$ cat src/source/knight_pkg.sv
////////////////////////////////////////////////////////////
// Shared definitions of the knight command processor.
// Widths, command fields, opcodes, state encoding, the
// speed control and IR bundles, and the step constants.
////////////////////////////////////////////////////////////
package knight_pkg;

  typedef logic [15:0]        cmd_word_t;   // Raw command word from the wireless link.
  typedef logic signed [11:0] heading_t;    // Gyro heading and the error sent to the PID.
  typedef logic [9:0]         speed_t;      // Forward speed handed to the motor drive.

  // Opcodes keep the encoding of the command protocol.
  typedef enum logic [3:0] {
    CAL     = 4'b0010,                      // Calibrate the gyro.
    MOV     = 4'b0100,                      // Plain move.
    FANFARE = 4'b0101,                      // Move and play the charge tune at the end.
    TOUR    = 4'b0110                       // Hand control to the tour logic.
  } opcode_t;

  typedef struct packed {
    opcode_t    opcode;                     // Top nibble selects the command.
    logic [7:0] hdg_field;                  // Coarse heading of a move.
    logic [3:0] squares;                    // Number of squares to travel.
  } cmd_t;

  typedef struct packed {
    logic clr;                              // Zero the speed before a ramp.
    logic inc;                              // Ramp up on each heading reading.
    logic dec;                              // Ramp down on each heading reading.
  } speed_ctrl_t;

  typedef struct packed {
    logic lft;                              // Left line sensor.
    logic cntr;                             // Center line sensor, used for square counting.
    logic rght;                             // Right line sensor.
  } ir_t;

  typedef enum logic [2:0] {IDLE, CALIBRATE, MOVE, INCR, DECR} seq_state_t;

  localparam logic [11:0] ALIGN_THRESH = 12'h02C;   // Error magnitude that counts as aligned.

  localparam speed_t INC_FAST = 10'h020;    // Large ramp steps shorten simulation.
  localparam speed_t INC_SLOW = 10'h003;
  localparam speed_t DEC_FAST = 10'h040;
  localparam speed_t DEC_SLOW = 10'h006;

  localparam heading_t NUDGE_FAST = 12'sh1FF;   // Negative nudges are the exact negation.
  localparam heading_t NUDGE_SLOW = 12'sh05F;

endpackage
$ cat src/source/cmd_proc.sv
////////////////////////////////////////////////////////////
// Top level of the knight command processor.
// Joins the sequencer, speed ramp, square counter and
// heading error blocks.
////////////////////////////////////////////////////////////
`timescale 1ns/100ps

module cmd_proc #(
  parameter bit FAST_SIM = 1'b1                    // Selects the large simulation step sizes.
) (
  input  logic                  clk,
  input  logic                  rst_n,
  input  knight_pkg::cmd_word_t cmd,               // Command word, held until consumed.
  input  logic                  cmd_rdy,           // A command is waiting.
  output logic                  clr_cmd_rdy,       // The waiting command is consumed.
  output logic                  send_resp,         // Command finished, acknowledge the host.
  output logic                  strt_cal,          // Start gyro calibration.
  input  logic                  cal_done,          // Gyro calibration has finished.
  input  knight_pkg::heading_t  heading,           // Gyro heading.
  input  logic                  heading_rdy,       // One cycle strobe for a new heading.
  input  knight_pkg::ir_t       ir,                // Line sensor readings.
  output logic                  moving,            // Robot is turning or driving.
  output knight_pkg::heading_t  error,             // Heading error to the PID.
  output knight_pkg::speed_t    frwrd,             // Forward speed.
  output logic                  tour_go,           // Start the tour logic.
  output logic                  fanfare_go         // Start the charge tune.
);

  knight_pkg::cmd_t        cmd_fields;             // Command word split into its fields.
  knight_pkg::speed_ctrl_t spd_ctrl;               // Ramp commands from the sequencer.
  logic                    speed_zero;             // Forward speed has reached zero.
  logic                    move_cmd;               // Latch the move fields this cycle.
  logic                    move_done;              // All requested squares are crossed.
  logic                    aligned;                // Heading is close enough to drive.

  assign cmd_fields = knight_pkg::cmd_t'(cmd);     // Bit-for-bit view of the command.

  cmd_sequencer u_seq (
    .clk(clk), .rst_n(rst_n),
    .opcode(cmd_fields.opcode), .cmd_rdy(cmd_rdy), .cal_done(cal_done),
    .aligned(aligned), .move_done(move_done), .speed_zero(speed_zero),
    .clr_cmd_rdy(clr_cmd_rdy), .strt_cal(strt_cal), .send_resp(send_resp),
    .move_cmd(move_cmd), .spd_ctrl(spd_ctrl), .moving(moving),
    .tour_go(tour_go), .fanfare_go(fanfare_go)
  );

  fwd_speed #(.FAST_SIM(FAST_SIM)) u_speed (
    .clk(clk), .rst_n(rst_n),
    .spd_ctrl(spd_ctrl), .heading_rdy(heading_rdy),
    .frwrd(frwrd), .speed_zero(speed_zero)
  );

  square_counter u_squares (
    .clk(clk), .rst_n(rst_n),
    .cntr_ir(ir.cntr), .move_cmd(move_cmd), .squares(cmd_fields.squares),
    .move_done(move_done)
  );

  heading_err #(.FAST_SIM(FAST_SIM)) u_hdg (
    .clk(clk), .rst_n(rst_n),
    .move_cmd(move_cmd), .hdg_field(cmd_fields.hdg_field), .heading(heading),
    .lft_ir(ir.lft), .rght_ir(ir.rght),
    .error(error), .aligned(aligned)
  );

endmodule

$ cat src/source/heading_err.sv
////////////////////////////////////////////////////////////
// Heading error for the PID. Holds the desired heading,
// adds the side IR nudge and flags alignment.
////////////////////////////////////////////////////////////
`timescale 1ns/100ps

module heading_err #(
  parameter bit FAST_SIM = 1'b1                    // Selects the large simulation nudge.
) (
  input  logic                 clk,
  input  logic                 rst_n,
  input  logic                 move_cmd,           // Load a new desired heading.
  input  logic [7:0]           hdg_field,          // Coarse heading from the command.
  input  knight_pkg::heading_t heading,            // Gyro heading.
  input  logic                 lft_ir,             // Drifted onto the left line.
  input  logic                 rght_ir,            // Drifted onto the right line.
  output knight_pkg::heading_t error,              // Error to the PID.
  output logic                 aligned             // Error magnitude is under threshold.
);

  localparam knight_pkg::heading_t NUDGE_POS =
    FAST_SIM ? knight_pkg::NUDGE_FAST : knight_pkg::NUDGE_SLOW;   // Left sensor nudge.
  localparam knight_pkg::heading_t NUDGE_NEG = -NUDGE_POS;       // Right sensor nudge.

  knight_pkg::heading_t desired_hdg;               // Heading the move should hold.
  knight_pkg::heading_t err_nudge;                 // Correction from the side sensors.
  logic [11:0]          err_mag;                   // Magnitude of the error.

  ////////////////////////////////////////////////////////////
  // Desired heading
  ////////////////////////////////////////////////////////////
  always_ff @(posedge clk or negedge rst_n) begin
    if (!rst_n) begin
      desired_hdg <= '0;                           // North until the first move.
    end else if (move_cmd) begin
      if (hdg_field == 8'h00) begin
        desired_hdg <= '0;                         // North stays exactly zero.
      end else begin
        desired_hdg <= {hdg_field, 4'hF};          // Fill the fine bits toward the center.
      end
    end
  end

  ////////////////////////////////////////////////////////////
  // Error and alignment
  ////////////////////////////////////////////////////////////
  assign err_nudge = lft_ir  ? NUDGE_POS :         // Left sensor wins when both are on.
                     rght_ir ? NUDGE_NEG : '0;

  assign error   = heading - desired_hdg + err_nudge;
  assign err_mag = error[11] ? -error : error;     // Most negative value stays large.
  assign aligned = (err_mag < knight_pkg::ALIGN_THRESH);

endmodule

$ cat src/source/square_counter.sv
////////////////////////////////////////////////////////////
// Square counter. Center IR rising edges are counted
// against twice the requested square count.
////////////////////////////////////////////////////////////
`timescale 1ns/100ps

module square_counter (
  input  logic       clk,
  input  logic       rst_n,
  input  logic       cntr_ir,                      // Center line sensor.
  input  logic       move_cmd,                     // A new move starts.
  input  logic [3:0] squares,                      // Requested square count.
  output logic       move_done                     // All lines of the move are crossed.
);

  logic       cntr_prev;                           // Sensor value of the previous cycle.
  logic       line_edge;                           // Sensor went from off to on.
  logic [4:0] pulse_cnt;                           // Lines crossed in this move.
  logic [3:0] square_tgt;                          // Squares to travel in this move.

  always_ff @(posedge clk or negedge rst_n) begin
    if (!rst_n) begin
      cntr_prev <= 1'b0;
    end else begin
      cntr_prev <= cntr_ir;
    end
  end

  assign line_edge = cntr_ir & ~cntr_prev;         // Leading edge of a line.

  always_ff @(posedge clk or negedge rst_n) begin
    if (!rst_n) begin
      pulse_cnt <= '0;
    end else if (move_cmd) begin
      pulse_cnt <= '0;                             // Count afresh for each move.
    end else if (line_edge) begin
      pulse_cnt <= pulse_cnt + 5'd1;
    end
  end

  always_ff @(posedge clk or negedge rst_n) begin
    if (!rst_n) begin
      square_tgt <= '0;
    end else if (move_cmd) begin
      square_tgt <= squares;
    end
  end

  // Each square shows two lines, hence the doubled target.
  assign move_done = (pulse_cnt == {square_tgt, 1'b0});

endmodule

$ cat src/source/fwd_speed.sv
////////////////////////////////////////////////////////////
// Forward speed register with ramp up and ramp down steps.
////////////////////////////////////////////////////////////
`timescale 1ns/100ps

module fwd_speed #(
  parameter bit FAST_SIM = 1'b1                    // Selects the large simulation steps.
) (
  input  logic                    clk,
  input  logic                    rst_n,
  input  knight_pkg::speed_ctrl_t spd_ctrl,        // Clear, ramp up or ramp down.
  input  logic                    heading_rdy,     // Ramp steps are paced by gyro readings.
  output knight_pkg::speed_t      frwrd,           // Forward speed.
  output logic                    speed_zero       // Speed is at standstill.
);

  localparam knight_pkg::speed_t INC_STEP =
    FAST_SIM ? knight_pkg::INC_FAST : knight_pkg::INC_SLOW;   // Ramp up step.
  localparam knight_pkg::speed_t DEC_STEP =
    FAST_SIM ? knight_pkg::DEC_FAST : knight_pkg::DEC_SLOW;   // Ramp down step.

  logic at_max;                                    // Both top bits set means full speed.

  assign at_max     = &frwrd[9:8];
  assign speed_zero = (frwrd == '0);

  always_ff @(posedge clk or negedge rst_n) begin
    if (!rst_n) begin
      frwrd <= '0;
    end else if (spd_ctrl.clr) begin
      frwrd <= '0;                                 // Every ramp starts from rest.
    end else if (heading_rdy) begin
      if (spd_ctrl.inc && !at_max) begin
        frwrd <= frwrd + INC_STEP;                 // Step up until the ceiling.
      end else if (spd_ctrl.dec) begin
        frwrd <= (frwrd > DEC_STEP) ? frwrd - DEC_STEP : '0;   // Floor at zero.
      end
    end
  end

  // The sequencer issues at most one ramp command per state.
  a_one_ctrl: assert property (@(posedge clk) disable iff (!rst_n)
    $onehot0(spd_ctrl));

endmodule

$ cat src/source/cmd_sequencer.sv
////////////////////////////////////////////////////////////
// Command FSM of the knight robot.
// Dispatches commands, waits on gyro calibration and steps
// each move through align, ramp up and ramp down.
////////////////////////////////////////////////////////////
`timescale 1ns/100ps

module cmd_sequencer (
  input  logic                    clk,
  input  logic                    rst_n,
  input  knight_pkg::opcode_t     opcode,          // Opcode of the waiting command.
  input  logic                    cmd_rdy,         // A command is waiting.
  input  logic                    cal_done,        // Gyro calibration has finished.
  input  logic                    aligned,         // Heading error is under threshold.
  input  logic                    move_done,       // Last square line is crossed.
  input  logic                    speed_zero,      // Ramp down has finished.
  output logic                    clr_cmd_rdy,     // Consume the waiting command.
  output logic                    strt_cal,        // One cycle calibration start.
  output logic                    send_resp,       // One cycle command complete.
  output logic                    move_cmd,        // Load heading and square count.
  output knight_pkg::speed_ctrl_t spd_ctrl,        // Ramp commands to the speed register.
  output logic                    moving,          // Robot is turning or driving.
  output logic                    tour_go,         // One cycle tour start.
  output logic                    fanfare_go       // One cycle tune start.
);

  knight_pkg::seq_state_t state;                   // Present state.
  knight_pkg::seq_state_t nxt_state;               // State for the next cycle.
  logic                   fanfare_move;            // The running move ends with the tune.

  ////////////////////////////////////////////////////////////
  // State register and move flavour
  ////////////////////////////////////////////////////////////
  always_ff @(posedge clk or negedge rst_n) begin
    if (!rst_n) begin
      state <= knight_pkg::IDLE;                   // Wake up waiting for a command.
    end else begin
      state <= nxt_state;
    end
  end

  // The command word may change once consumed, so remember the flavour here.
  always_ff @(posedge clk or negedge rst_n) begin
    if (!rst_n) begin
      fanfare_move <= 1'b0;
    end else if (move_cmd) begin
      fanfare_move <= (opcode == knight_pkg::FANFARE);   // Only FANFARE plays at the end.
    end
  end

  ////////////////////////////////////////////////////////////
  // Next state and outputs
  ////////////////////////////////////////////////////////////
  always_comb begin
    nxt_state   = state;                           // Hold by default.
    clr_cmd_rdy = 1'b0;
    strt_cal    = 1'b0;
    send_resp   = 1'b0;
    move_cmd    = 1'b0;
    spd_ctrl    = '0;                              // No ramp activity by default.
    moving      = 1'b0;
    tour_go     = 1'b0;
    fanfare_go  = 1'b0;
    case (state)
      knight_pkg::CALIBRATE: begin
        if (cal_done) begin
          send_resp = 1'b1;                        // Acknowledge in the cycle done is seen.
          nxt_state = knight_pkg::IDLE;
        end
      end
      knight_pkg::MOVE: begin
        moving = 1'b1;                             // Turning in place counts as moving.
        if (aligned) begin
          spd_ctrl.clr = 1'b1;                     // Start the ramp from standstill.
          nxt_state    = knight_pkg::INCR;
        end
      end
      knight_pkg::INCR: begin
        moving       = 1'b1;
        spd_ctrl.inc = 1'b1;                       // Ramp up until the ceiling.
        if (move_done) begin
          fanfare_go = fanfare_move;               // Tune starts as the last line passes.
          nxt_state  = knight_pkg::DECR;
        end
      end
      knight_pkg::DECR: begin
        spd_ctrl.dec = 1'b1;                       // Ramp down to a stop.
        if (speed_zero) begin
          send_resp = 1'b1;                        // Move is over once stopped.
          nxt_state = knight_pkg::IDLE;
        end else begin
          moving = 1'b1;
        end
      end
      default: begin
        if (cmd_rdy) begin
          clr_cmd_rdy = 1'b1;                      // Every opcode is consumed at once.
          case (opcode)
            knight_pkg::TOUR: begin
              tour_go = 1'b1;                      // Stay idle while the tour runs.
            end
            knight_pkg::CAL: begin
              strt_cal  = 1'b1;
              nxt_state = knight_pkg::CALIBRATE;
            end
            default: begin
              move_cmd  = 1'b1;                    // Unknown opcodes run as plain moves.
              nxt_state = knight_pkg::MOVE;
            end
          endcase
        end
      end
    endcase
  end

  // Commands are only consumed while idle, so a busy move leaves cmd_rdy pending.
  a_clr_only_idle: assert property (@(posedge clk) disable iff (!rst_n)
    clr_cmd_rdy |-> state == knight_pkg::IDLE);

  // The tune starts when speed is still up, well before the response.
  a_fanfare_not_resp: assert property (@(posedge clk) disable iff (!rst_n)
    !(fanfare_go && send_resp));

endmodule

$ cat config.mk
export PLATFORM = sky130hd
export DESIGN_NAME = cmd_proc
export DESIGN_NICKNAME = d
export VERILOG_FILES = /design/src/source/knight_pkg.sv /design/src/source/cmd_proc.sv /design/src/source/heading_err.sv /design/src/source/square_counter.sv /design/src/source/fwd_speed.sv /design/src/source/cmd_sequencer.sv
export SDC_FILE = /design/constraint.sdc
export NUM_CORES = 1
export LEC_CHECK = 0
export BUFFER_PORTS_ARGS = -buffer_cell sky130_fd_sc_hd__clkbuf_2
export CAP_MARGIN = 20
export CORE_ASPECT_RATIO = 0.8
export CORE_MARGIN = 4
export CORE_UTILIZATION = 54
export CTS_BUF_LIST = sky130_fd_sc_hd__clkbuf_16
export DETAILED_ROUTE_END_ITERATION = 7
export HOLD_SLACK_MARGIN = 0.08
export PLACE_DENSITY = 0.83
export SLEW_MARGIN = 20
export SYNTH_ARGS = -nofsm -noshare
export SYNTH_HDL_FRONTEND = slang
export SYNTH_SLANG_ARGS = --single-unit
$ cat constraint.sdc
create_clock -name clk -period 5.2 [get_ports clk]
set_input_delay 1.04 -clock clk [delete_from_list [all_inputs] [get_ports clk]]
set_output_delay 1.04 -clock clk [all_outputs]
set_load 0.1 [all_outputs]
==> run_results.csv, run 1 <==
group,metric,value,unit
detailed_routing,drtPass1Iterations,5,
cts,root_buffer,"clkbuf_16",
critical_path,critical-path-top-delay-family,"adder cells",
floorplan,die_x,86.1,µm
logic_synthesis,ys_ff_latch,28,
logic_synthesis,ys_warn_count,0,
layout,final_nets,454,
critical_path,cp_max_fo,8,
timing,maxClockFrequency,207,MHz
grt,grt_pass1_vias,2253,
logic_synthesis,synth_top_area_share,0.266,
floorplan,rows,22,
timing,tns,0,ps
timing,tightest_slew,714,ps
cts,cts_made_buffers,3,
logic_synthesis,syn_inst,333,
hold_path,hold_class,"reg -> reg",
grt,grt_max_degree,29,
timing,slew_headroom,0.524,
placement,portBuffers,58,
hold_path,holdPathStages,2,
timing,hold_violations,0,
cts,clk_path_buf_depth,2,
critical_path,path_common_cell,"fa_1",
timing,drv_slew,0,
critical_path,path_depth,11,
detailed_routing,drt-total-wl,6.04,mm
critical_path,cp.arrival,3780,ps
run_status,status,"finished clean",
layout,ff_latch_area,701,µm²
flow_run,cap_violations,0,
timing,finalClockSkew,2.57,ps
logic_synthesis,synth_edf_count,0,
critical_path,endpoint_kind,"primary output",
detailed_routing,routed-via-count,2433,
detailed_routing,drtIter0Drc,199,
logic_synthesis,avgSynthCellArea,7.91,µm²
logic_synthesis,synth_top_area_cell,"dfrtp_1",
critical_path,cp.required,4160,ps
layout,area_growth,18.5,%
critical_path,r2r_cells,13,
critical_path,criticalPathCategory,"in -> out",
logic_synthesis,syn_area,2630,µm²
placement,finalWeightedCongestion,0.884,
cts,cts_setup_buffers,0,
floorplan,start_util,0.566,
logic_synthesis,synth_cell_types,55,
logic_synthesis,ys_seq_area_frac,0.266,
floorplan,die_h,70.5,µm
cts,hold_buffers,0,
logic_synthesis,synthTopCellsByCount,"nand2_1 (55), inv_1 (52), dfrtp_1 (28)",
grt,track_usage,0.206,
floorplan,io_pins,64,
detailed_routing,drc,0,
timing,setup_viol,0,
cts,clock_latency,260,ps
layout,layout-drive-gt1-share,0.196,
timing,fin_crit,4820,ps
critical_path,cp_num_buf_inv,4,
critical_path,startpoint_type,"input pin",
grt,antenna_found_initial,0,
placement,dp_hpwl,4.84,mm
cts,cts_resized,0,
floorplan,die_area,6070,µm²
logic_synthesis,async_flop_share,1.00,
cts,cts_tree,"done",
timing,grt_setup_unrepaired,"no",
cts,path_clk_slew,70,ps
grt,grt_pass1_wl,10.3,mm
critical_path,cpMaxStageDelayCell,"fa_1",
detailed_routing,routedWlPerCell,13.5,µm
logic_synthesis,ys_top_cells_by_area,"dfrtp_1 (27%), ha_1 (8.6%), fa_1 (8.4%)",
cts,cts_sinks,28,
floorplan,core,4650,µm²
layout,multi_input_area,1710,µm²
layout,n_antenna_cell,0,
detailed_routing,antenna_left,0,
grt,gr-total-overflow,0,
cts,cts-htree-levels,1,
logic_synthesis,yosysMostFrequentCell,"nand2_1",
layout,fill_cells,400,
critical_path,path_cells,"clkbuf_2, inv_1, buf_4, fa_1, fa_1, nand2b_1, a21o_1, a211o_1, and3_1, or2_2, buf_12",
timing,period_share,0.927,
logic_synthesis,synth_flop_cell,"dfrtp_1",
detailed_routing,vias_per_cell,5.43,
critical_path,worst_path_largest_cell_delay,490,ps
## sequential cells by signal, indices dropped and copies added, names as in the netlist
register	flops
u_hdg.desired_hdg	9
u_seq.fanfare_move	1
u_seq.state	3
u_speed.frwrd	5
u_squares.cntr_prev	1
u_squares.pulse_cnt	5
u_squares.square_tgt	4
## per-stage QoR
step,area (µm²),setup slack [ps],hold slack (ps),std cells,utilization
floorplan,2670,33.9,464,337,-
global placement,3010,408,482,444,0.648
detailed placement,3010,381,485,444,0.648
CTS,3120,369,501,448,0.671
global route,3120,217,527,448,0.671
finish,3120,378,497,448,0.671
## path summary, 6_finish.rpt
path	start	end	slack, ps
max	ir[2]	error[10]	380
max reg2reg	u_hdg.desired_hdg[3]	u_speed.frwrd[5]	1670
min	u_squares.square_tgt[3]	u_squares.square_tgt[3]	500
min reg2reg	u_squares.square_tgt[3]	u_squares.square_tgt[3]	500
min in group asynchronous	rst_n	u_speed.frwrd[7]	820
max in group asynchronous	rst_n	u_hdg.desired_hdg[9]	3930
## layer usage
metal | vias up | part of all wire | GRT usage
li1 | 1219 | - | -
met1 | 1102 | 0.47 | 0.304
met2 | 108 | 0.46 | 0.328
met3 | 4 | 0.070 | 0.0318
met4 | 0 | 0.0045 | 0.0246
met5 | - | 0 | 0
## cells in the final DEF (no fill, tap or decap), types with 3 or more instances in the layout
cell type  count
clkbuf_2      54
xnor2_1        7
inv_1         52
fa_1          11
nor4_1         4
nand4_1        4
and3_1         3
nand3_1        7
nor3b_1        4
nor2_1        23
nand2_1       55
a21oi_1       11
nand2b_1       3
a31oi_1        3
buf_4          3
o21ai_0       15
conb_1         5
a21o_1         5
o22ai_1        3
nor3_1         6
dfrtp_1       28
clkbuf_16      3
ha_1          18
xor2_1         8
nor2b_1        4
o211ai_1       3
## worst min-delay path, cell delays in order (launching register included)
cell and delay [ps]:
dfrtp_1 360, nand2_1 50, nand2_1 50
## cells by family (layout without fill, tap and decap cells)
kind of cell    Yosys count  count (layout)  synth area share
fa+ha+maj                29              29             0.169
other cells               1               5           0.00142
compound gates           63              63             0.159
flops                    28              28             0.266
mux                       3               3            0.0119
simple gates            126             126             0.228
xor+xnor                 19              19            0.0660
buf+inv                  64             115            0.0988
## layout make-up
cell class                 count  area share
sequential                    28       0.224
inverter                      52      0.0625
multi-input combinational    245       0.549
timing repair buffer          59       0.107
clock buffer                   3      0.0240
clock inverter                 1     0.00962
tap                           60      0.0240
Power of run 1 is left out: the tool's default activity adds up to more than one toggle a clock period on the data nets, which glitch-free logic cannot reach.
==> run 2: changes to the inputs <==
- BUFFER_PORTS_ARGS: -buffer_cell sky130_fd_sc_hd__clkbuf_2 -> default
- CELL_PAD_IN_SITES_DETAIL_PLACEMENT: default -> 2
- CELL_PAD_IN_SITES_GLOBAL_PLACEMENT: default -> 2
- CORE_UTILIZATION: 54 -> 37
- DONT_BUFFER_PORTS: default -> 1
==> run 2 against run 1 <==
- maximum frequency rose by 2.0%
- via count is 2.9% lower
- count of clock-buffer cells in the layout is the same
- sequential share of layout area up 1.1 points
- utilization shrank 24 points
- setup slack better by 96 ps
- clock skew grew 1.6 ps
- sequential cell count unchanged
- first-iteration DRC count is 72% lower
- final cell count fell by 3.6%
- critical path depth is 1 lower
- cell area down 4.5%
==> run_results.csv, run 2 (synthesis results as in run 1) <==
group,metric,value,unit
cts,path_clk_slew,70,ps
timing,drv_slew,0,
layout,fin_cells,432,
grt,grt_pass1_wl,13.6,mm
grt,antenna_found_initial,0,
floorplan,die_x,102,µm
critical_path,startpoint_type,"input pin",
detailed_routing,routedWlPerCell,18.7,µm
layout,n_antenna_cell,0,
cts,cts_made_buffers,3,
timing,maxClockFrequency,212,MHz
layout,final_cell_mix,"nand2_1 (55), inv_1 (52), dfrtp_1 (28)",
layout,final_common_cell,"nand2_1",
flow_run,cap_violations,0,
critical_path,criticalPathCategory,"in -> out",
floorplan,die_area,8540,µm²
critical_path,r2r_end,"u_speed.frwrd[5]",
critical_path,cp_max_fo,9,
critical_path,path_cells,"inv_1, buf_4, fa_1, inv_1, ha_1, o21ai_1, a21o_1, a211o_1, and3_1, or2_2",
floorplan,core,6890,µm²
critical_path,path_common_cell,"inv_1",
layout,final_nets,411,
timing,period_share,0.909,
detailed_routing,drc,0,
critical_path,cp.arrival,3690,ps
critical_path,endpoint_kind,"primary output",
floorplan,start_util,0.382,
timing,grt_setup_unrepaired,"no",
timing,hold_violations,0,
run_status,status,"finished clean",
placement,portBuffers,0,
grt,use_met2,0.326,
grt,grt_max_degree,29,
detailed_routing,drtPass1Iterations,4,
grt,met3_usage,0.0393,
critical_path,r2r_slack,1340,ps
cts,cts_resized,0,
timing,setup_viol,0,
grt,use_met1,0.275,
layout,largest_reg_flops,9,
detailed_routing,vias_per_cell,5.47,
timing,fin_crit,4730,ps
floorplan,die_h,83.5,µm
layout,top_regs,"u_hdg.desired_hdg x9, u_speed.frwrd x5, u_squares.pulse_cnt x5",
grt,busiest_layer,"met2",
cts,root_buffer,"clkbuf_16",
timing,tns,0,ps
cts,cts_setup_buffers,0,
cts,cts-htree-levels,1,
placement,finalWeightedCongestion,0.816,
timing,slew_headroom,0.260,
cts,hold_buffers,0,
grt,grt_pass1_vias,2663,
cts,cts_tree,"done",
layout,top_register,"u_hdg.desired_hdg",
floorplan,io_pins,64,
layout,area_growth,13.2,%
detailed_routing,drt-total-wl,8.08,mm
timing,finalClockSkew,4.18,ps
critical_path,worst_path_largest_cell_delay,540,ps
hold_path,hold_class,"in -> async",
timing,tightest_slew,1110,ps
critical_path,r2r_cells,13,
critical_path,r2r-start,"u_hdg.desired_hdg[3]",
placement,dp_hpwl,6.65,mm
detailed_routing,routed-via-count,2362,
cts,cts_sinks,28,
layout,layout-drive-gt1-share,0.110,
critical_path,cpMaxStageDelayCell,"or2_2",
grt,gr-total-overflow,0,
floorplan,rows,27,
placement,placed_cells,428,
critical_path,cp.required,4160,ps
cts,clk_path_buf_depth,2,
detailed_routing,antenna_left,0,
cts,clock_latency,260,ps
detailed_routing,drtIter0Drc,55,
grt,track_usage,0.198,
## run 2: how the worst max path moves through the flow
stage / startpoint / end / slack (ps) / cells after the start
after floorplan: ir[2] / u_speed.frwrd[5] / 30 / 11
after global placement: ir[2] / error[11] / 550 / 11
after detailed placement: ir[2] / error[11] / 460 / 11
after CTS: ir[2] / error[11] / 470 / 11
after global routing: ir[2] / error[11] / 310 / 11
final: ir[2] / error[10] / 470 / 10
## run 2: final cells by class
type                            count  area [µm²]
Sequential cell                    28         701
Clock buffer                        3        75.1
Multi-Input combinational cell    245        1730
Tap cell                           87         109
Timing Repair Buffer               16         138
Inverter                           52         195
Clock inverter                      1        30.0
Fill cell                         802        3910
## run 2: metrics by stage
step	cell area (µm²)	setup WS, ps	utilization	hold slack (ps)
detailed placement	2880	459	0.417	496
CTS	2980	467	0.433	456
global route	2980	308	0.433	448
floorplan	2670	33.9	-	464
finish	2980	474	0.433	462
global placement	2870	555	0.417	484
## run 2: worst max-delay path, delay by kind of cell
kind / cells / cell delay, ps
simple gates: 2 / 740
compound gates: 3 / 630
buf+inv: 3 / 290
fa+ha+maj: 2 / 980
## run 2: routing by layer
layer | up-vias | part of all wire
met1 | 1189 | 0.48
met3 | 6 | 0.041
met2 | 43 | 0.47
li1 | 1124 | -
met4 | 0 | 0.0089
met5 | - | 0
Power of run 2 is left out for the same reason.
